--- config.mk ---
export PLATFORM = sky130hd
export DESIGN_NAME = memMapDecoder
export DESIGN_NICKNAME = d
export VERILOG_FILES = /design/src/design/socPkg.sv /design/src/design/memMapDecoder.sv
export SDC_FILE = /design/constraint.sdc
export NUM_CORES = 1
export LEC_CHECK = 0
export ABC_CLOCK_PERIOD_IN_PS = 1300
export BUFFER_PORTS_ARGS = -buffer_cell sky130_fd_sc_hd__buf_2
export CORE_AREA = 3 3 40 42
export DETAILED_ROUTE_END_ITERATION = 7
export DIE_AREA = 0 0 43 45
export PLACE_DENSITY = 0.72
export SYNTH_ARGS = -nofsm -noshare
export SYNTH_HDL_FRONTEND = slang
export SYNTH_SLANG_ARGS = --single-unit
--- constraint.sdc ---
create_clock -name clk -period 1.3 [get_ports clk]
set_input_delay 0.195 -clock clk [delete_from_list [all_inputs] [get_ports clk]]
set_output_delay 0.195 -clock clk [all_outputs]
set_load 0.005 [all_outputs]
--- src/design/socPkg.sv ---
`default_nettype none

package socPkg;

    // ******************************************************************
    // Bus and memory sizes
    localparam int dataWidth    = 8;
    localparam int addrWidth    = 16;
    localparam int ramDepth     = 2048;
    localparam int ramAddrWidth = $clog2(ramDepth);

    // Compare channels, plus one flag for the timer wrap
    localparam int numMatch = 2;
    localparam int irqBits  = numMatch + 1;

    // ******************************************************************
    // Memory map
    localparam logic [addrWidth-1:0] ramBase = 16'h0000;
    localparam logic [addrWidth-1:0] ramLast = 16'h07FF;
    localparam logic [addrWidth-1:0] ioBase  = 16'h1000;
    localparam logic [addrWidth-1:0] ioLast  = 16'h10FF;
    localparam logic [addrWidth-1:0] vidBase = 16'h2000;   // Decoded, nothing behind it
    localparam logic [addrWidth-1:0] vidLast = 16'h2960;

    typedef enum logic [1:0] {
        regionRam,
        regionIo,
        regionVid,
        regionNone
    } regionT;

    // I/O register offsets, low address byte
    typedef enum logic [7:0] {
        regGpio       = 8'd0,
        regTimerCtrl  = 8'd1,
        regTimerTop   = 8'd2,
        regTimerCount = 8'd3,
        regIrqFlags   = 8'd4,
        regIrqEnable  = 8'd5,
        regMatchBase  = 8'd6    // Channel i at regMatchBase + i
    } ioRegT;

    // ******************************************************************
    // One CPU data bus request
    typedef struct packed {
        logic [addrWidth-1:0] addr;
        logic [dataWidth-1:0] wdata;
        logic                 wEn;
        logic                 rEn;
    } busReqT;

    // Timer control register layout
    typedef struct packed {
        logic       enable;
        logic [2:0] prescale;   // Tick every prescale + 1 cycles
        logic [3:0] reserved;
    } timerCtrlT;

endpackage

`default_nettype wire

--- src/design/memMapDecoder.sv ---
`timescale 1ns/1ps
`default_nettype none

module memMapDecoder (
    input  wire logic                          clk,
    input  wire logic                          arstN,
    input  wire socPkg::busReqT                req,
    output logic                               ramWEn,
    output logic                               ramREn,
    output logic                               ioWEn,
    output logic                               ioREn,
    input  wire logic [socPkg::dataWidth-1:0]  ramRdata,
    input  wire logic [socPkg::dataWidth-1:0]  ioRdata,
    output logic [socPkg::dataWidth-1:0]       rdata
);
    import socPkg::*;

    regionT region;
    regionT readRegion;     // Region of the last read

    function automatic logic inRange(input logic [addrWidth-1:0] addr,
                                     input logic [addrWidth-1:0] lo,
                                     input logic [addrWidth-1:0] hi);
        return (addr >= lo) && (addr <= hi);
    endfunction

    // ******************************************************************
    // Region decode
    always_comb begin
        if (inRange(req.addr, ramBase, ramLast)) begin
            region = regionRam;
        end else if (inRange(req.addr, ioBase, ioLast)) begin
            region = regionIo;
        end else if (inRange(req.addr, vidBase, vidLast)) begin
            region = regionVid;     // Writes dropped, reads give 0
        end else begin
            region = regionNone;
        end
    end

    assign ramWEn = req.wEn && (region == regionRam);
    assign ramREn = req.rEn && (region == regionRam);
    assign ioWEn  = req.wEn && (region == regionIo);
    assign ioREn  = req.rEn && (region == regionIo);

    // Targets register their data, so steer with the delayed region
    always_ff @(posedge clk or negedge arstN) begin
        if (!arstN) begin
            readRegion <= regionNone;
        end else if (req.rEn) begin
            readRegion <= region;
        end
    end

    always_comb begin
        case (readRegion)
            regionRam: rdata = ramRdata;
            regionIo:  rdata = ioRdata;
            default:   rdata = '0;
        endcase
    end

    // Relies on the bus master never raising wEn and rEn together
    strobeExclusive: assert property (@(posedge clk) disable iff (!arstN)
        $onehot0({ramWEn, ramREn, ioWEn, ioREn}))
        else $error("More than one target strobe active");

endmodule

`default_nettype wire

# [Yosys cells after proc, flatten, opt, wreduce, memory -nomap -nowiden]
# Cells that the tools add are included.
[word_totals] regBits=2 input_bits=44 output_inout_bits=12 wordCells=22
[classes] order_cmp=6 eq_ne=2 muxes=4 n_reduce_logical=9
[op_table] operator="$ge 16x1->1 const B" n=1
[op_table] operator="$ge 16x13->1 const B" n=1
[op_table] operator="$ge 16x14->1 const B" n=1
[op_table] operator="$le 16x11->1 const B" n=1
[op_table] operator="$le 16x13->1 const B" n=1
[op_table] operator="$le 16x14->1 const B" n=1
[op_table] operator="$pmux 8 s2" n=1
[op_table] operator="$logic_and 1x1->1" n=7
[op_table] operator="$eq 2x1->1 const B" n=2
[op_table] operator="$logic_not 2->1" n=2
[op_table] operator="$mux 2" n=2
[op_table] operator="$mux 1" n=1

# [Depth between registers and ports, before layout]
[logic_depth] depth_word=7 ltp_mapped=4 depth_no_buf=4

# [Worst setup path before layout]
# OpenSTA, ideal clock, no wires.
[synth_timing] kind="input to output" from="in req[21] (netlist name)" to="out ioREn" arrival_time_ps=1015 t_required_ps=1105 slack_ps=90 cell_stages=3 path_buffers=0 cell_sequence="or4_4 > nor2_2 > and3_1"
[synth_between] elab_chain_cells=7 elab_cells_between_ends=14 classes_between="order compare (6); eq/ne (1); mux (3); reduce/logical (4)"
[synth_lines] item="from (decl)" line="memMapDecoder.sv:7" source="input wire socPkg::busReqT req,"
[synth_lines] item="$ge 16x14->1 or $le 16x14->1 (tied branches)" line="memMapDecoder.sv:24" source="return (addr >= lo) && (addr <= hi);"
[synth_lines] item="$logic_and 1x1->1" line="memMapDecoder.sv:24"
[synth_lines] item="$mux 1" line="memMapDecoder.sv:34" source="end else if (inRange(req.addr, vidBase, vidLast)) begin"
[synth_lines] item="$mux 2" line="memMapDecoder.sv:32" source="end else if (inRange(req.addr, ioBase, ioLast)) begin"
[synth_lines] item="$mux 2 (*)" line="memMapDecoder.sv:30" source="if (inRange(req.addr, ramBase, ramLast)) begin"
[synth_lines] item="$eq 2x1->1 (*)" line="memMapDecoder.sv:44" source="assign ioREn = req.rEn && (region == regionIo);"
[synth_lines] item="$logic_and 1x1->1 (*)" line="memMapDecoder.sv:44"
[synth_lines] item="to (decl)" line="memMapDecoder.sv:11" source="output logic ioREn,"
# Every way passes the cells marked *; elsewhere a longest branch is shown, timed or not.

# [Worst setup path in the final report]
[layout_timing] from="reg readRegion[0]" to="out rdata[6] (netlist name)"
[layout_between] elab_chain_cells=2 elab_cells_between_ends=3 classes_between="eq/ne (1); mux (1); reduce/logical (1)"
[layout_lines] item="from (decl)" line="memMapDecoder.sv:19" source="regionT readRegion;"
[layout_lines] item="from (signal assigned)" line="memMapDecoder.sv:49" source="readRegion <= regionNone;"
[layout_lines] item="from (signal assigned)" line="memMapDecoder.sv:51" source="readRegion <= region;"
[layout_lines] item="$eq 2x1->1 or $logic_not 2->1 (tied branches)" line="memMapDecoder.sv:56" source="case (readRegion)"
[layout_lines] item="$pmux 8 s2 (*)" line="memMapDecoder.sv:56"
[layout_lines] item="to (decl)" line="memMapDecoder.sv:14" source="output logic [socPkg::dataWidth-1:0] rdata"
# Marks and branches as above.

==> run metrics <==
startpoint types flip-flop; number of diodes added for antenna fixing 0; total congestion overflow after global routing 0; clock skew 0 ps; I/O pin count 56; initial antenna violation count 0; flip-flop cell with the highest count after synthesis sky130_fd_sc_hd__dfstp_2; mean instance size in the synthesized netlist 7.69 um2; H-tree depth 1; worst path buffer plus inverter count 2; count of buffers inserted at the top-level ports 47; DRC 0; fmax 679 MHz; library cell used as clock root buffer sky130_fd_sc_hd__clkbuf_4; final layout net count 144; most frequently used cell type in the post-synthesis netlist sky130_fd_sc_hd__nor2_1; TritonCTS clock tree yes; wire length of the first global-routing pass 2090 um; run status complete, but fails checks; final worst-path setup slack -173 ps; share of post-route cells with drive strength above 1 0.673; Placeable Area 0.00128 mm2; final setup TNS -1510 ps; cell types occupying the most area after synthesis sky130_fd_sc_hd__mux2i_1, sky130_fd_sc_hd__dfstp_2, sky130_fd_sc_hd__nor2_1; most flop-heavy register readRegion; Post-DRT Antenna Nets 0; half-perimeter wire length after placement 977 um; tightest hold margin 164 ps; normalized max-slew margin 0.808; number of rows created at floorplan 13; count of final max-slew check failures 0; sink count of the clock tree 2; final critical-path required period 1470 ps; ordered cell list for the critical path buf_6 > mux2i_1 > nor2_1 > buf_2; distinct cell type count of the synthesized netlist 19; share of the synthesized area in the top cell type 0.260; cell with the biggest individual delay on the critical path sky130_fd_sc_hd__dfstp_2; number of flip-flops in the largest register 2; violated checks setup timing; area of the die 0.00194 mm2; routability congestion estimate from global placement 0.727; TritonCTS Buffers 3; sequential cell area 52.6 um2; PwrDens 489 mW/mm2; post-DR wirelength/cell 11.5 um; clk_lat worst skew 220 ps; setup repair after global routing missed its margin yes; worst hold path class input port to flip-flop; post-synthesis instance area 308 um2; Post-Synthesis Net Count 84; Commonest cells post-synth sky130_fd_sc_hd__nor2_1, sky130_fd_sc_hd__mux2i_1; maximum number of buffers from clock root to sink 2; largest fanout of any net on the critical path 4; final worst path period share 1.13; critical path endpoint category output port; number of filler cells placed in the layout 129; WP data required 1110 ps; vias in the first global route 560; worst IR drop on VDD 0.229 mV; P_leak 0.430 nW; Vias per Instance 4.86; final count of hold timing violations 0; cell type group with the largest total delay on the critical path flip-flops; cell type with the highest aggregate area in the netlist sky130_fd_sc_hd__mux2i_1; share of flip-flops with an asynchronous set or reset 1.00; data arrival time at the worst-slack endpoint 1280 ps; Initial Utilization 0.240; y dimension of the die 45 um; drt first pass iters 2; gate count after technology mapping 40; number of enable flip-flop cells after synthesis 0; Layout area overhead 128%; area of the multi-input gates 264 um2; Setup violations, final 12; Initial DRC Count 3; peak per-stage delay on the critical path 550 ps; register clock-pin slew on the reported worst setup and hold paths 30 ps; register area share after synthesis 0.171; Yosys reg bits 2; max-cap violations 0; Warnings, synthesis 0; number of vias in the routed layout 549; largest registers ranked by flip-flop count readRegion x2; sum of routed wire length over all layers 1300 um; total track usage 0.147; width of the chip 43 um; maximum number of pins on one net before global-route repair 10; category of the critical setup timing path flip-flop to output port; Least-Margin Pin Slew 284 ps
==> worst paths after layout <==
path	start	end	slack, ps	depth (start not counted)
max in group asynchronous	arstN	readRegion[0]	820	2
max reg2reg	readRegion[0]	readRegion[0]	230	3
min	req[0]	readRegion[1]	160	2
min in group asynchronous	arstN	readRegion[1]	460	2
max	readRegion[0]	rdata[6]	-170	4
min reg2reg	readRegion[1]	readRegion[1]	560	2
==> layout make-up <==
cell class | count | area share
clock buffers | 3 | 0.0320
repair buffers | 57 | 0.491
multi-input cells | 36 | 0.375
well taps | 15 | 0.0267
flip-flops and latches | 2 | 0.0747
==> per-layer routing <==
| metal | GRT usage | vias up | part of all wire |
|---|---|---|---|
| met1 | 0.137 | 242 | 0.31 |
| met2 | 0.278 | 34 | 0.56 |
| met3 | 0.00797 | 6 | 0.092 |
| li1 | - | 267 | - |
| met5 | 0 | - | 0 |
| met4 | 0.145 | 0 | 0.041 |
==> power breakdown <==
group | leakage, nW | internal (mW) | switching (mW)
combinational | 0.395 | 0.0875 | 0.0492
sequential | 0.0211 | 0.0670 | 0.00378
clock | 0.0138 | 0.102 | 0.0347
==> timing repair <==
item,CTS,global route
pin swaps,8,5
hold buffers,1,0
resized for setup,6,3
endpoints found under the hold margin,2,0
endpoints found under the setup margin,12,12
buffers inserted,2,1
==> cells in the final DEF, fill, tap and decap left out, drive strengths merged <==
cell type,count
a2111o,1
a21oi,2
a311oi,1
and3,2
buf,56
clkbuf,3
dfstp,2
dlygate4sd3,1
mux2i,8
nand2b,1
nand3,1
nand4,1
nor2,12
nor3,1
nor3b,1
nor4b,2
nor4bb,1
or3,1
or4,1
==> cell families after synthesis <==
group,Yosys count,share of synthesized area
and+or+nand+nor,24,0.443
muxes,8,0.260
AOI/OAI and AO/OA,4,0.0976
DFF,2,0.171
buffers and inverters,2,0.0284
==> metrics by stage <==
stage,area (um2),total power [mW],instances,setup slack [ps],utilization
finish,703,0.344,113,-173,0.547
global route,703,0.377,113,-224,0.547
CTS,681,0.347,112,-161,0.530
detailed placement,598,0.186,106,-138,0.465
global placement,598,0.182,106,-125,0.465
floorplan,308,0.107,40,90.0,-
(Power assumes the default switching activity.)
