==> src/design/socPkg.sv <==
`default_nettype none

package socPkg;

    // ******************************************************************
    // Bus and memory sizes
    localparam int dataWidth    = 8;
    localparam int addrWidth    = 16;
    localparam int ramDepth     = 2048;
    localparam int ramAddrWidth = $clog2(ramDepth);

    // Compare channels, plus one flag for the timer wrap
    localparam int numMatch = 2;
    localparam int irqBits  = numMatch + 1;

    // ******************************************************************
    // Memory map
    localparam logic [addrWidth-1:0] ramBase = 16'h0000;
    localparam logic [addrWidth-1:0] ramLast = 16'h07FF;
    localparam logic [addrWidth-1:0] ioBase  = 16'h1000;
    localparam logic [addrWidth-1:0] ioLast  = 16'h10FF;
    localparam logic [addrWidth-1:0] vidBase = 16'h2000;   // Decoded, nothing behind it
    localparam logic [addrWidth-1:0] vidLast = 16'h2960;

    typedef enum logic [1:0] {
        regionRam,
        regionIo,
        regionVid,
        regionNone
    } regionT;

    // I/O register offsets, low address byte
    typedef enum logic [7:0] {
        regGpio       = 8'd0,
        regTimerCtrl  = 8'd1,
        regTimerTop   = 8'd2,
        regTimerCount = 8'd3,
        regIrqFlags   = 8'd4,
        regIrqEnable  = 8'd5,
        regMatchBase  = 8'd6    // Channel i at regMatchBase + i
    } ioRegT;

    // ******************************************************************
    // One CPU data bus request
    typedef struct packed {
        logic [addrWidth-1:0] addr;
        logic [dataWidth-1:0] wdata;
        logic                 wEn;
        logic                 rEn;
    } busReqT;

    // Timer control register layout
    typedef struct packed {
        logic       enable;
        logic [2:0] prescale;   // Tick every prescale + 1 cycles
        logic [3:0] reserved;
    } timerCtrlT;

endpackage

`default_nettype wire

==> src/design/ioBlock.sv <==
`timescale 1ns/1ps
`default_nettype none

module ioBlock (
    input  wire logic                          clk,
    input  wire logic                          arstN,
    input  wire logic [7:0]                    offset,
    input  wire logic [socPkg::dataWidth-1:0]  wdata,
    input  wire logic                          wEn,
    input  wire logic                          rEn,
    output logic [socPkg::dataWidth-1:0]       rdata,
    output logic [socPkg::dataWidth-1:0]       ioPins,
    output logic [socPkg::numMatch-1:0]        pwm,
    output logic                               irq
);
    import socPkg::*;

    timerCtrlT                           timerCtrl;
    logic [dataWidth-1:0]                timerTop;
    logic [dataWidth-1:0]                count;
    logic                                tick;
    logic                                topHit;
    logic [numMatch-1:0]                 matchHit;
    logic [numMatch-1:0]                 matchWEn;
    logic [numMatch-1:0][dataWidth-1:0]  compare;
    logic [irqBits-1:0]                  irqFlags;
    logic [irqBits-1:0]                  irqEnable;
    logic [dataWidth-1:0]                readMux;

    // ******************************************************************
    // Local registers: gpio, timer control and top
    always_ff @(posedge clk or negedge arstN) begin
        if (!arstN) begin
            ioPins    <= '0;
            timerCtrl <= '0;
            timerTop  <= '0;
        end else if (wEn) begin
            if (offset == regGpio)      ioPins    <= wdata;
            if (offset == regTimerCtrl) timerCtrl <= timerCtrlT'(wdata);
            if (offset == regTimerTop)  timerTop  <= wdata;
        end
    end

    timerCore uTimer (
        .clk       (clk),
        .arstN     (arstN),
        .ctrl      (timerCtrl),
        .top       (timerTop),
        .loadEn    (wEn && (offset == regTimerCount)),  // Also restarts prescaler
        .loadValue (wdata),
        .count     (count),
        .tick      (tick),
        .topHit    (topHit)
    );

    // ******************************************************************
    // Compare channels
    for (genvar i = 0; i < numMatch; i++) begin : gMatch
        assign matchWEn[i] = wEn && (offset == dataWidth'(regMatchBase + i));

        matchUnit uMatch (
            .clk      (clk),
            .arstN    (arstN),
            .wEn      (matchWEn[i]),
            .wdata    (wdata),
            .count    (count),
            .tick     (tick),
            .topHit   (topHit),
            .compare  (compare[i]),
            .matchHit (matchHit[i]),
            .pwm      (pwm[i])
        );
    end

    irqCollector uIrq (
        .clk       (clk),
        .arstN     (arstN),
        .hits      ({matchHit, topHit}),   // Bit 0 is the wrap
        .flagClrEn (wEn && (offset == regIrqFlags)),
        .enableWEn (wEn && (offset == regIrqEnable)),
        .wdata     (wdata),
        .flags     (irqFlags),
        .enable    (irqEnable),
        .irq       (irq)
    );

    // ******************************************************************
    // Read path
    always_comb begin
        readMux = '0;
        case (offset)
            regGpio:       readMux = ioPins;
            regTimerCtrl:  readMux = timerCtrl;
            regTimerTop:   readMux = timerTop;
            regTimerCount: readMux = count;
            regIrqFlags:   readMux = {{(dataWidth-irqBits){1'b0}}, irqFlags};
            regIrqEnable:  readMux = {{(dataWidth-irqBits){1'b0}}, irqEnable};
            default: begin
                for (int i = 0; i < numMatch; i++) begin
                    if (offset == dataWidth'(regMatchBase + i)) readMux = compare[i];
                end
            end
        endcase
    end

    always_ff @(posedge clk or negedge arstN) begin
        if (!arstN) begin
            rdata <= '0;
        end else if (rEn) begin
            rdata <= readMux;   // Held until the next read
        end
    end

endmodule

`default_nettype wire

==> src/design/irqCollector.sv <==
`timescale 1ns/1ps
`default_nettype none

module irqCollector (
    input  wire logic                          clk,
    input  wire logic                          arstN,
    input  wire logic [socPkg::irqBits-1:0]    hits,
    input  wire logic                          flagClrEn,
    input  wire logic                          enableWEn,
    input  wire logic [socPkg::dataWidth-1:0]  wdata,
    output logic [socPkg::irqBits-1:0]         flags,
    output logic [socPkg::irqBits-1:0]         enable,
    output logic                               irq
);
    import socPkg::*;

    logic [irqBits-1:0] clrMask;

    // ******************************************************************
    // Sticky flags, write one to clear
    assign clrMask = flagClrEn ? wdata[irqBits-1:0] : '0;

    always_ff @(posedge clk or negedge arstN) begin
        if (!arstN) begin
            flags <= '0;
        end else begin
            flags <= (flags & ~clrMask) | hits;     // New hit beats the clear
        end
    end

    // Enable mask
    always_ff @(posedge clk or negedge arstN) begin
        if (!arstN) begin
            enable <= '0;
        end else if (enableWEn) begin
            enable <= wdata[irqBits-1:0];
        end
    end

    assign irq = |(flags & enable);

    // Request can only come up after a hit or an enable write
    irqCause: assert property (@(posedge clk) disable iff (!arstN)
        $rose(irq) |-> $past(|hits) || $past(enableWEn))
        else $error("Interrupt raised with no hit and no enable write");

endmodule

`default_nettype wire

==> src/design/matchUnit.sv <==
`timescale 1ns/1ps
`default_nettype none

module matchUnit (
    input  wire logic                          clk,
    input  wire logic                          arstN,
    input  wire logic                          wEn,
    input  wire logic [socPkg::dataWidth-1:0]  wdata,
    input  wire logic [socPkg::dataWidth-1:0]  count,
    input  wire logic                          tick,
    input  wire logic                          topHit,
    output logic [socPkg::dataWidth-1:0]       compare,
    output logic                               matchHit,
    output logic                               pwm
);

    // ******************************************************************
    // Compare register
    always_ff @(posedge clk or negedge arstN) begin
        if (!arstN) begin
            compare <= '0;
        end else if (wEn) begin
            compare <= wdata;
        end
    end

    // Only fires on the tick that moves the count past compare
    assign matchHit = tick && (count == compare);

    // PWM level, high from wrap to match
    always_ff @(posedge clk or negedge arstN) begin
        if (!arstN) begin
            pwm <= 1'b0;
        end else if (topHit) begin
            pwm <= 1'b1;    // Wrap wins when top equals compare
        end else if (matchHit) begin
            pwm <= 1'b0;
        end
    end

endmodule

`default_nettype wire

==> src/design/timerCore.sv <==
`timescale 1ns/1ps
`default_nettype none

module timerCore (
    input  wire logic                          clk,
    input  wire logic                          arstN,
    input  wire socPkg::timerCtrlT             ctrl,
    input  wire logic [socPkg::dataWidth-1:0]  top,
    input  wire logic                          loadEn,
    input  wire logic [socPkg::dataWidth-1:0]  loadValue,
    output logic [socPkg::dataWidth-1:0]       count,
    output logic                               tick,
    output logic                               topHit
);
    import socPkg::*;

    logic [2:0] preCount;   // Same width as ctrl.prescale

    // ******************************************************************
    // Tick and wrap pulses
    // A load takes the cycle, so no tick then
    assign tick   = ctrl.enable && !loadEn && (preCount == ctrl.prescale);
    assign topHit = tick && (count >= top);     // >= pulls a loaded count back in range

    // Prescaler
    always_ff @(posedge clk or negedge arstN) begin
        if (!arstN) begin
            preCount <= '0;
        end else if (loadEn || !ctrl.enable || tick) begin
            preCount <= '0;
        end else begin
            preCount <= preCount + 3'd1;
        end
    end

    // ******************************************************************
    // Main counter
    always_ff @(posedge clk or negedge arstN) begin
        if (!arstN) begin
            count <= '0;
        end else if (loadEn) begin
            count <= loadValue;
        end else if (topHit) begin
            count <= '0;
        end else if (tick) begin
            count <= count + dataWidth'(1);
        end
    end

    // After any tick the count is back within top, unless top was rewritten
    countInRange: assert property (@(posedge clk) disable iff (!arstN)
        tick |=> (count <= top) || !$stable(top))
        else $error("Timer count above top after a tick");

endmodule

`default_nettype wire

==> config.mk <==
export PLATFORM = sky130hd
export DESIGN_NAME = ioBlock
export DESIGN_NICKNAME = d
export VERILOG_FILES = /design/src/design/socPkg.sv /design/src/design/ioBlock.sv /design/src/design/irqCollector.sv /design/src/design/matchUnit.sv /design/src/design/timerCore.sv
export SDC_FILE = /design/constraint.sdc
export NUM_CORES = 1
export LEC_CHECK = 0
export ABC_AREA = 1
export BUFFER_PORTS_ARGS = -buffer_cell sky130_fd_sc_hd__buf_4
export CORE_MARGIN = 2
export CORE_UTILIZATION = 30
export DETAILED_ROUTE_END_ITERATION = 8
export GPL_TIMING_DRIVEN = 0
export PLACE_DENSITY = 0.5
export SYNTH_ARGS = -nofsm -noshare
export SYNTH_HDL_FRONTEND = slang
export SYNTH_SLANG_ARGS = --single-unit
==> constraint.sdc <==
create_clock -name clk -period 1.8 [get_ports clk]
set_clock_uncertainty 0.05 [all_clocks]
set_input_delay 0.36 -clock clk [delete_from_list [all_inputs] [get_ports clk]]
set_output_delay 0.36 -clock clk [all_outputs]
set_load 0.01 [all_outputs]
Yosys cells after proc, flatten, opt, wreduce, memory -nomap -nowiden
Cells that the tools add are included.
{"block": "word_totals", "reg_bits": 67, "out_inout_bits": 19, "wordCells": 65}
{"block": "op_classes", "n_addsub": 2, "order_cmp": 1, "eq_ne": 10, "muxes": 12, "bitwise_logic": 4, "n_reduce_logical": 22}
{"cell": "$pmux 8 s6", "count": 1}
{"cell": "$mux 8", "count": 5}
{"cell": "$eq 8x3->1 const B", "count": 4}
{"cell": "$eq 8x2->1 const B", "count": 2}
{"cell": "$eq 8x8->1", "count": 2}
{"cell": "$logic_and 1x1->1", "count": 10}
{"cell": "$add 8x1->8 const B", "count": 1}
{"cell": "$eq 8x1->1 const B", "count": 1}
{"cell": "$ge 8x8->1", "count": 1}
{"cell": "$logic_not 8->1", "count": 1}
{"cell": "$and 3x3->3", "count": 2}
{"cell": "$mux 3", "count": 2}
{"cell": "$reduce_and 2->1", "count": 3}
{"cell": "$mux 1", "count": 4}
{"cell": "$reduce_bool 2->1", "count": 2}
{"cell": "$add 3x1->3 const B", "count": 1}
{"cell": "$eq 3x3->1", "count": 1}
{"cell": "$not 3->3", "count": 1}
{"cell": "$or 3x3->3", "count": 1}
{"cell": "$reduce_bool 3->1", "count": 1}
{"cell": "$reduce_or 3->1", "count": 1}
{"cell": "$logic_not 1->1", "count": 2}
{"cell": "$logic_or 1x1->1", "count": 2}

Longest topological paths before layout
Gate-level depths: netlist of the first run.
{"block": "logic_depth", "ltp_word": 8, "ltp_mapped": 12, "ltp_nobuf": 12}

Hierarchy
A second synthesis of the first run with hierarchy kept.
{"block": "hier_totals", "hier_cells": 613, "area_unflattened_um2": 4287.9}
{"mod": "ioBlock", "instances": 1, "cells_per_inst": 278, "area_each_um2": 1989.4}
{"mod": "matchUnit", "instances": 2, "cells_per_inst": 84, "area_each_um2": 556.8}
{"mod": "timerCore", "instances": 1, "cells_per_inst": 136, "area_each_um2": 935.9}
{"mod": "irqCollector", "instances": 1, "cells_per_inst": 31, "area_each_um2": 249.0}

Worst setup path after synthesis of the first run
No wires, ideal clock.
{"block": "synth_path", "path_kind": "register to register", "from": "register uTimer.count[7] (netlist name)", "to": "register uTimer.count[0] (netlist name)", "setup_time_ns": 0.067, "arrival_ns": 1.482, "required_time_ns": 1.683, "setup_slack_ns": 0.202, "stages_incl_launch_ff": 8, "synth_period_minus_slack_ns": 1.598, "path_cell_list": "dfrtp_1 ha_1 a21oi_1 o21a_1 nand2_1 nor2_1 nand3_1 nand2_1"}
{"block": "synth_between", "elab_chain_len": 4}
{"element": "start, declared", "line_no": "timerCore.sv:11", "source": "output logic [socPkg::dataWidth-1:0] count,"}
{"element": "start signal, assigned", "line_no": "timerCore.sv:42", "source": "count <= loadValue;"}
{"element": "start signal, assigned", "line_no": "timerCore.sv:46", "source": "count <= count + dataWidth'(1);"}
{"element": "$ge 8x8->1 (*)", "line_no": "timerCore.sv:23", "source": "assign topHit = tick && (count >= top);"}
{"element": "$logic_and 1x1->1 (*)", "line_no": "timerCore.sv:23"}
{"element": "$mux 8", "line_no": "timerCore.sv:43", "source": "end else if (topHit) begin"}
{"element": "$mux 8", "line_no": "timerCore.sv:41", "source": "end else if (loadEn) begin"}
Mark *: on every way between the ends. The rest lies on a longest branch, timed or not.
A chain may end at the register's enable or synchronous reset.

Final worst setup path of the first run
{"block": "layout_path", "from": "register uTimer.count[5] (netlist name)", "to": "register uTimer.count[7] (netlist name)"}
{"block": "layout_between", "elab_chain_len": 4}
{"element": "$add 8x1->8 or $ge 8x8->1 (tied branches)", "line_no": "timerCore.sv:46, timerCore.sv:23"}
{"element": "$mux 8 or $logic_and 1x1->1 (tied branches)", "line_no": "timerCore.sv:45, timerCore.sv:23"}
{"element": "$mux 8", "line_no": "timerCore.sv:43"}
{"element": "$mux 8", "line_no": "timerCore.sv:41"}
Several ways; a longest one is shown, not always the timed one. The select of a mux whose other input is x is not followed.

==> impl_metrics.ini, run 1 <==
[run_status]
status = complete, no violations

[critical_path]
cp_common_cell = nand2_1
cp.depth = 7
required_ps = 2030
r2r_end = uTimer.count[7]
setup.worst_path.start = uTimer.count[5]
crit_arrival_ps = 1920
ff2ff_setup_slack_ps = 110
path_cells = ha_1, a21oi_1, o21a_1, nand2_1, nor2_4, nand3_1, nand2_1
start_kind = register
critPathCapture = uTimer.count[7]
reg2reg_from = uTimer.count[5]
worst-path-buf-inv = 0
worstSetupEndpointType = register
slowest_stage = dfrtp_1
cp_top_family = simple AND/OR/NAND/NOR gates
critPathMaxFanout = 8
crit_type = register to register
reg2reg_depth = 7
critPathMaxStageDelay_ps = 470

[synthesis]
netlist_area_um2 = 3870
yosysSeqAreaShare_pct = 43.3
synth.area.top_cells = dfrtp_1, nand2_1, nand3_1, o21ai_1, nor2_1
synth_adder_area_share_pct = 3.23
syn_inst = 524
synth_xor_area_share_pct = 4.97
synth_most_common_cell = nand2_1
yosys.area.top_type = dfrtp_1
synth_edf_count = 0
synth_cell_types = 27
synth_top_family_by_area = simple AND/OR/NAND/NOR gates
synth_nets = 554
yosys_warnings = 0
avgSynthCellArea_um2 = 7.39
synth-compound-area-share_pct = 7.66
ys.flop_type = dfrtp_1
synthArstFlopShare_pct = 100
synth_mux_area_share_pct = 0
synth_common_cells = nand2_1, dfrtp_1, nand3_1
synth_seq_cells = 67
yosysTopAreaCellShare_pct = 43.3
synth-simple-area-share_pct = 32.4

[power_and_ir_drop]
pwr-share-comb_pct = 16.2
power_frac_seq_pct = 38.1
pwr_density_cell_nw_per_um2 = 953
power_leakage_nw = 2.36
p_sw_mw = 1.22
power_frac_clock_pct = 45.8
ir_drop_mv = 0.413
switching_share_pct = 26.9
power.internal_mw = 3.33

[die]
die_y_um = 118
ios = 39
fp.dieW_um = 118
die-area_um2 = 13800
coreArea_um2 = 12600
rows = 41
initial_core_util_pct = 30.7

[timing]
finalHoldViolCount = 0
rsz0062_at_grt = false
max_freq_mhz = 591
drv_slew = 0
tightest_slew_ps = 885
fin_crit_sh_pct = 94.0
period_needed_ps = 1690
max-slew-margin-rel_pct = 41.0
setup_viol = 0
hold-worst-slack_ps = 79.2

[grt]
grtUsageMet1_pct = 22.2
grt_overflow = 0
track_usage_pct = 16.9
grt_max_degree = 68
grt_pass1_vias = 3512
grt_pass1_wl_um = 18300
grt_util_met2_pct = 26.9
busiest_layer = met2
use_met3_pct = 3.34
antenna_found_initial = 0

[detailed_routing]
ant_nets = 0
wirelength_um = 11000
wl_per_cell_um = 14.6
vias = 3501
drtPass1Iterations = 5
drc_errors = 0
vias_per_cell = 4.65
drt_iter0_markers = 264

[cts]
cts_sinks = 67
clk_pin_slew_ps = 60
clock_tree.buffer_depth = 2
worstSkewPairLatency_ps = 340
htree_levels = 3
cts_root_buf = clkbuf_16
cts_buffers = 9
cts_tree = built

[placement]
placed_area_um2 = 4360
gp_congestion = 0.844
hpwl_um = 8210
io_buffer_count = 36

[min_path]
min_path_type = primary input to async pin

[finish]
fillers = 1380
drive_gt1_share_pct = 17.4
syn_to_final_growth_pct = 23.3
finalInstanceArea_um2 = 4770
nNetsFinal = 606
num_antenna_cells = 0

[run]
max_cap_viol_count = 0
==> cells by family (layout without fill, tap and decap cells) <==
kind of cell / count (synthesis) / count (layout)
compound gates: 58 / 58
xor+xnor: 22 / 22
fa+ha+maj: 10 / 10
buf+inv: 74 / 131
flops: 67 / 67
simple gates: 293 / 293
==> through the flow <==
step / total power, mW / util, % / setup TNS [ps] / setup slack, ps / std cells
CTS: 4.57 / 37.4 / 0 / 1.72 / 748
floorplan: 2.17 / - / 0 / 202 / 524
global route: 4.76 / 37.8 / 0 / 0.936 / 753
finish: 4.55 / 37.8 / 0 / 108 / 753
global placement: 2.43 / 34.5 / -1660 / -161 / 732
detailed placement: 2.44 / 34.5 / -2310 / -178 / 732
==> worst min-delay path by stage <==
stage,start,endpoint,slack [ps]
finish,arstN,gMatch[0].uMatch.pwm,80
global route,arstN,gMatch[0].uMatch.pwm,170
CTS,arstN,gMatch[0].uMatch.pwm,140
detailed placement,gMatch[0].uMatch.pwm,gMatch[0].uMatch.pwm,410
global placement,gMatch[0].uMatch.pwm,gMatch[0].uMatch.pwm,410
floorplan,arstN,gMatch[0].uMatch.compare[0],10
==> power groups by stage <==
| stage | Combinational (mW) | Clock [mW] | Sequential (mW) |
|---|---|---|---|
| floorplan | 0.431 | 0 | 1.74 |
| global placement | 0.659 | 0 | 1.77 |
| detailed placement | 0.672 | 0 | 1.77 |
| CTS | 0.701 | 2.12 | 1.75 |
| global route | 0.836 | 2.18 | 1.75 |
| finish | 0.735 | 2.08 | 1.73 |
==> registers in the layout, summed over array words and instances (netlist names) <==
register,count
gMatch.uMatch.pwm,2
timerTop,8
uIrq.enable,3
uIrq.flags,3
ioPins,8
uTimer.count,8
rdata,8
gMatch.uMatch.compare,16
timerCtrl,8
uTimer.preCount,3
==> worst register-to-register path: stages, from the launching register on <==
cell,delay [ps]
dfrtp_1,470
ha_1,330
a21oi_1,150
o21a_1,120
nand2_1,100
nor2_4,220
nand3_1,100
nand2_1,80
==> placed cells by master, fill, tap and decap left out, types with 4 or more instances in the layout <==
| cell type | count |
|---|---|
| ha_1 | 10 |
| nor2_4 | 5 |
| buf_2 | 5 |
| nand4_1 | 4 |
| inv_2 | 6 |
| nor2_1 | 50 |
| o21ai_0 | 8 |
| dfrtp_1 | 64 |
| o21ai_1 | 42 |
| nand2_2 | 5 |
| xnor2_1 | 18 |
| clkbuf_1 | 4 |
| xor2_1 | 4 |
| buf_4 | 48 |
| a21oi_1 | 5 |
| inv_1 | 45 |
| nand3_1 | 58 |
| clkbuf_16 | 9 |
| nor2_2 | 4 |
| nand2_1 | 160 |
==> cell type report <==
class                   count  area [um^2]  area share [%]
clock buffers              10          239            5.01
well taps                 172          215            4.51
clock inverters             6          111            2.33
multi-input cells         383         1890            39.6
flip-flops and latches     67         1680            35.2
repair buffers             41          308            6.45
inverters                  55          209            4.38
plain buffers              19          123            2.57
==> per-layer routing <==
metal / up-vias / wire length [um]
met4: 0 / 295
met5: - / 0
met2: 98 / 5080
met1: 1621 / 5020
li1: 1761 / -
met3: 21 / 568
==> what timing repair did <==
action                                 CTS  global route
endpoints found under the hold margin    0             0
hold buffers                             0             0
buffers inserted                         0             5
setup endpoints to repair                8            11
pin swaps                                0             1
resized for setup                        3             8
Power figures use the tool's default switching activity.
==> run 2, diff against run 1 <==
--- a/config.mk
+++ b/config.mk
@@ -11,7 +11,7 @@
 export CORE_UTILIZATION = 30
 export DETAILED_ROUTE_END_ITERATION = 8
 export GPL_TIMING_DRIVEN = 0
-export PLACE_DENSITY = 0.5
+export PLACE_DENSITY = 0.52
 export SYNTH_ARGS = -nofsm -noshare
 export SYNTH_HDL_FRONTEND = slang
 export SYNTH_SLANG_ARGS = --single-unit
==> constraint.sdc (replaced) <==
create_clock -name clk -period 1.4 [get_ports clk]
set_clock_uncertainty 0.05 [all_clocks]
set_input_delay 0.28 -clock clk [delete_from_list [all_inputs] [get_ports clk]]
set_output_delay 0.28 -clock clk [all_outputs]
set_load 0.01 [all_outputs]
==> run 2 against run 1 <==
Compared with the run above: worst setup slack got worse by 330 ps; the flow now finishes with violations (negative setup slack); register-to-register slack worse by 330 ps; power rose by 35%; wire length is 9.0% higher; maximum frequency is 4.2% higher; final cell count is 3.3% higher; highest routed layer unchanged; worst hold slack got worse by 68 ps; largest cell class unchanged; global-route usage rose by 0.35 points; via count increased by 4.7%; clock power rose by 24%.
==> impl_metrics.ini, run 2 (same netlist as run 1, synthesis figures left out) <==
[grt]
grt_overflow = 0
grt_pass1_wl_um = 18700
grt_pass1_vias = 3551
antenna_found_initial = 0
grt_max_degree = 68
track_usage_pct = 17.3

[detailed_routing]
wl_per_cell_um = 15.4
vias_per_cell = 4.71
vias = 3667
wirelength_um = 11900
drt_iter0_markers = 280
drtPass1Iterations = 4
ant_nets = 0
drc_errors = 0

[power_and_ir_drop]
power_frac_seq_pct = 36.2
power.internal_mw = 4.45
p_sw_mw = 1.71
pwr_density_cell_nw_per_um2 = 1170
ir_drop_mv = 0.621
pwr-share-comb_pct = 21.9
switching_share_pct = 27.7
total_power_mw = 6.16
power_leakage_nw = 2.55
power_frac_clock_pct = 41.9

[critical_path]
crit_arrival_ps = 1790
slowest_stage = dfrtp_1
required_ps = 1570
setup.worst_path.start = timerTop[3]
cp_common_cell = inv_2
critPathMaxStageDelay_ps = 380
cp_top_family = simple AND/OR/NAND/NOR gates
worst-path-buf-inv = 3
crit_type = register to register
path_cells = inv_2, ha_4, nand2_2, inv_2, nand3_4, nor3_4, nor2_4, buf_12, nand3_2, nand2_1
reg2reg_from = timerTop[3]
critPathMaxFanout = 8
worstSetupEndpointType = register
start_kind = register

[finish]
top_register = gMatch.uMatch.compare
drive_gt1_share_pct = 27.6
layout.cells.non_filler = 778
final_common_cell = nand2_1
largest_reg_flops = 16
num_antenna_cells = 0
final_core_util_pct = 41.5
nNetsFinal = 632
syn_to_final_growth_pct = 35.3
fillers = 1306
final_cell_mix = nand2_1, buf_4, dfrtp_1

[timing]
fin_crit_sh_pct = 116
worst_slack_ps = -223
period_needed_ps = 1620
setup_viol = 11
max_freq_mhz = 616
tightest_slew_ps = 870
drv_slew = 0
hold-worst-slack_ps = 11.5
max-slew-margin-rel_pct = 42.0
rsz0062_at_grt = true
finalHoldViolCount = 0

[cts]
cts_sinks = 67
clock_tree.buffer_depth = 2
cts_buffers = 9
worstSkewPairLatency_ps = 330
cts_hold_buf = 0
cts_root_buf = clkbuf_16
cts_tree = built
clk_pin_slew_ps = 60
htree_levels = 3

[placement]
io_buffer_count = 36
dp_slack_ps = -486
place_inst = 732
hpwl_um = 8530
gp_congestion = 0.869

[die]
coreArea_um2 = 12600
ios = 39
die_y_um = 118
die-area_um2 = 13800
rows = 41
initial_core_util_pct = 30.7
fp.dieW_um = 118

[run_status]
status = complete, but fails checks
violations = negative setup slack

[run]
max_cap_viol_count = 0

[min_path]
min_path_type = primary input to async pin
-- run 2: cell count changes in the layout (fill, tap and decap cells not counted), moves of 8 or more --
cell     previous run  this run
nand2_2             5        13
nand2_1           160       151
nand3_1            58        48
nand3_2             2        10
buf_4              48        69
-- run 2: layout make-up --
class / count / area [um^2] / area share [%]
clock inverters: 5 / 103 / 1.96
flip-flops and latches: 67 / 1680 / 32.1
multi-input cells: 383 / 2120 / 40.4
well taps: 172 / 215 / 4.11
inverters: 55 / 211 / 4.03
clock buffers: 10 / 229 / 4.37
repair buffers: 67 / 528 / 10.1
plain buffers: 19 / 158 / 3.01
-- run 2: metrics by stage --
step                setup TNS (ps)  cell area (um^2)
floorplan                     -570              3910
global placement            -18370              4400
detailed placement          -19300              4400
CTS                          -1970              4840
global route                 -3190              5240
finish                       -2110              5240
-- run 2: repair_timing --
item / in CTS / in global routing
setup endpoints to repair: 21 / 40
resized for setup: 16 / 52
pin swaps: 5 / 22
setup buffers: 9 / 22
-- run 2: final timing paths --
check	slack [ps]	cells after the start	end
setup / recovery	-220	10	uTimer.count[4]
hold / removal	10	1	ioPins[0]
setup reg to reg	-220	10	uTimer.count[4]
hold reg to reg	430	2	rdata[1]
max in group asynchronous	660	1	uTimer.count[5]
min in group clk	280	3	ioPins[6]
-- run 2: power by group through the flow --
stage / clock, mW / sequential [mW] / combinational (mW)
after floorplan: 0 / 2.23 / 0.626
after global placement: 0 / 2.29 / 0.929
after detailed placement: 0 / 2.29 / 0.949
after CTS: 2.60 / 2.24 / 1.03
after global routing: 2.69 / 2.25 / 1.48
final: 2.58 / 2.23 / 1.35
-- run 2: per-layer routing --
layer	GRT usage, %	wire [um]	vias to the layer above
li1	-	-	1819
met1	22.6	5520	1742
met3	3.54	452	19
met2	28.4	5760	87
met5	0	0	-
met4	6.02	209	0
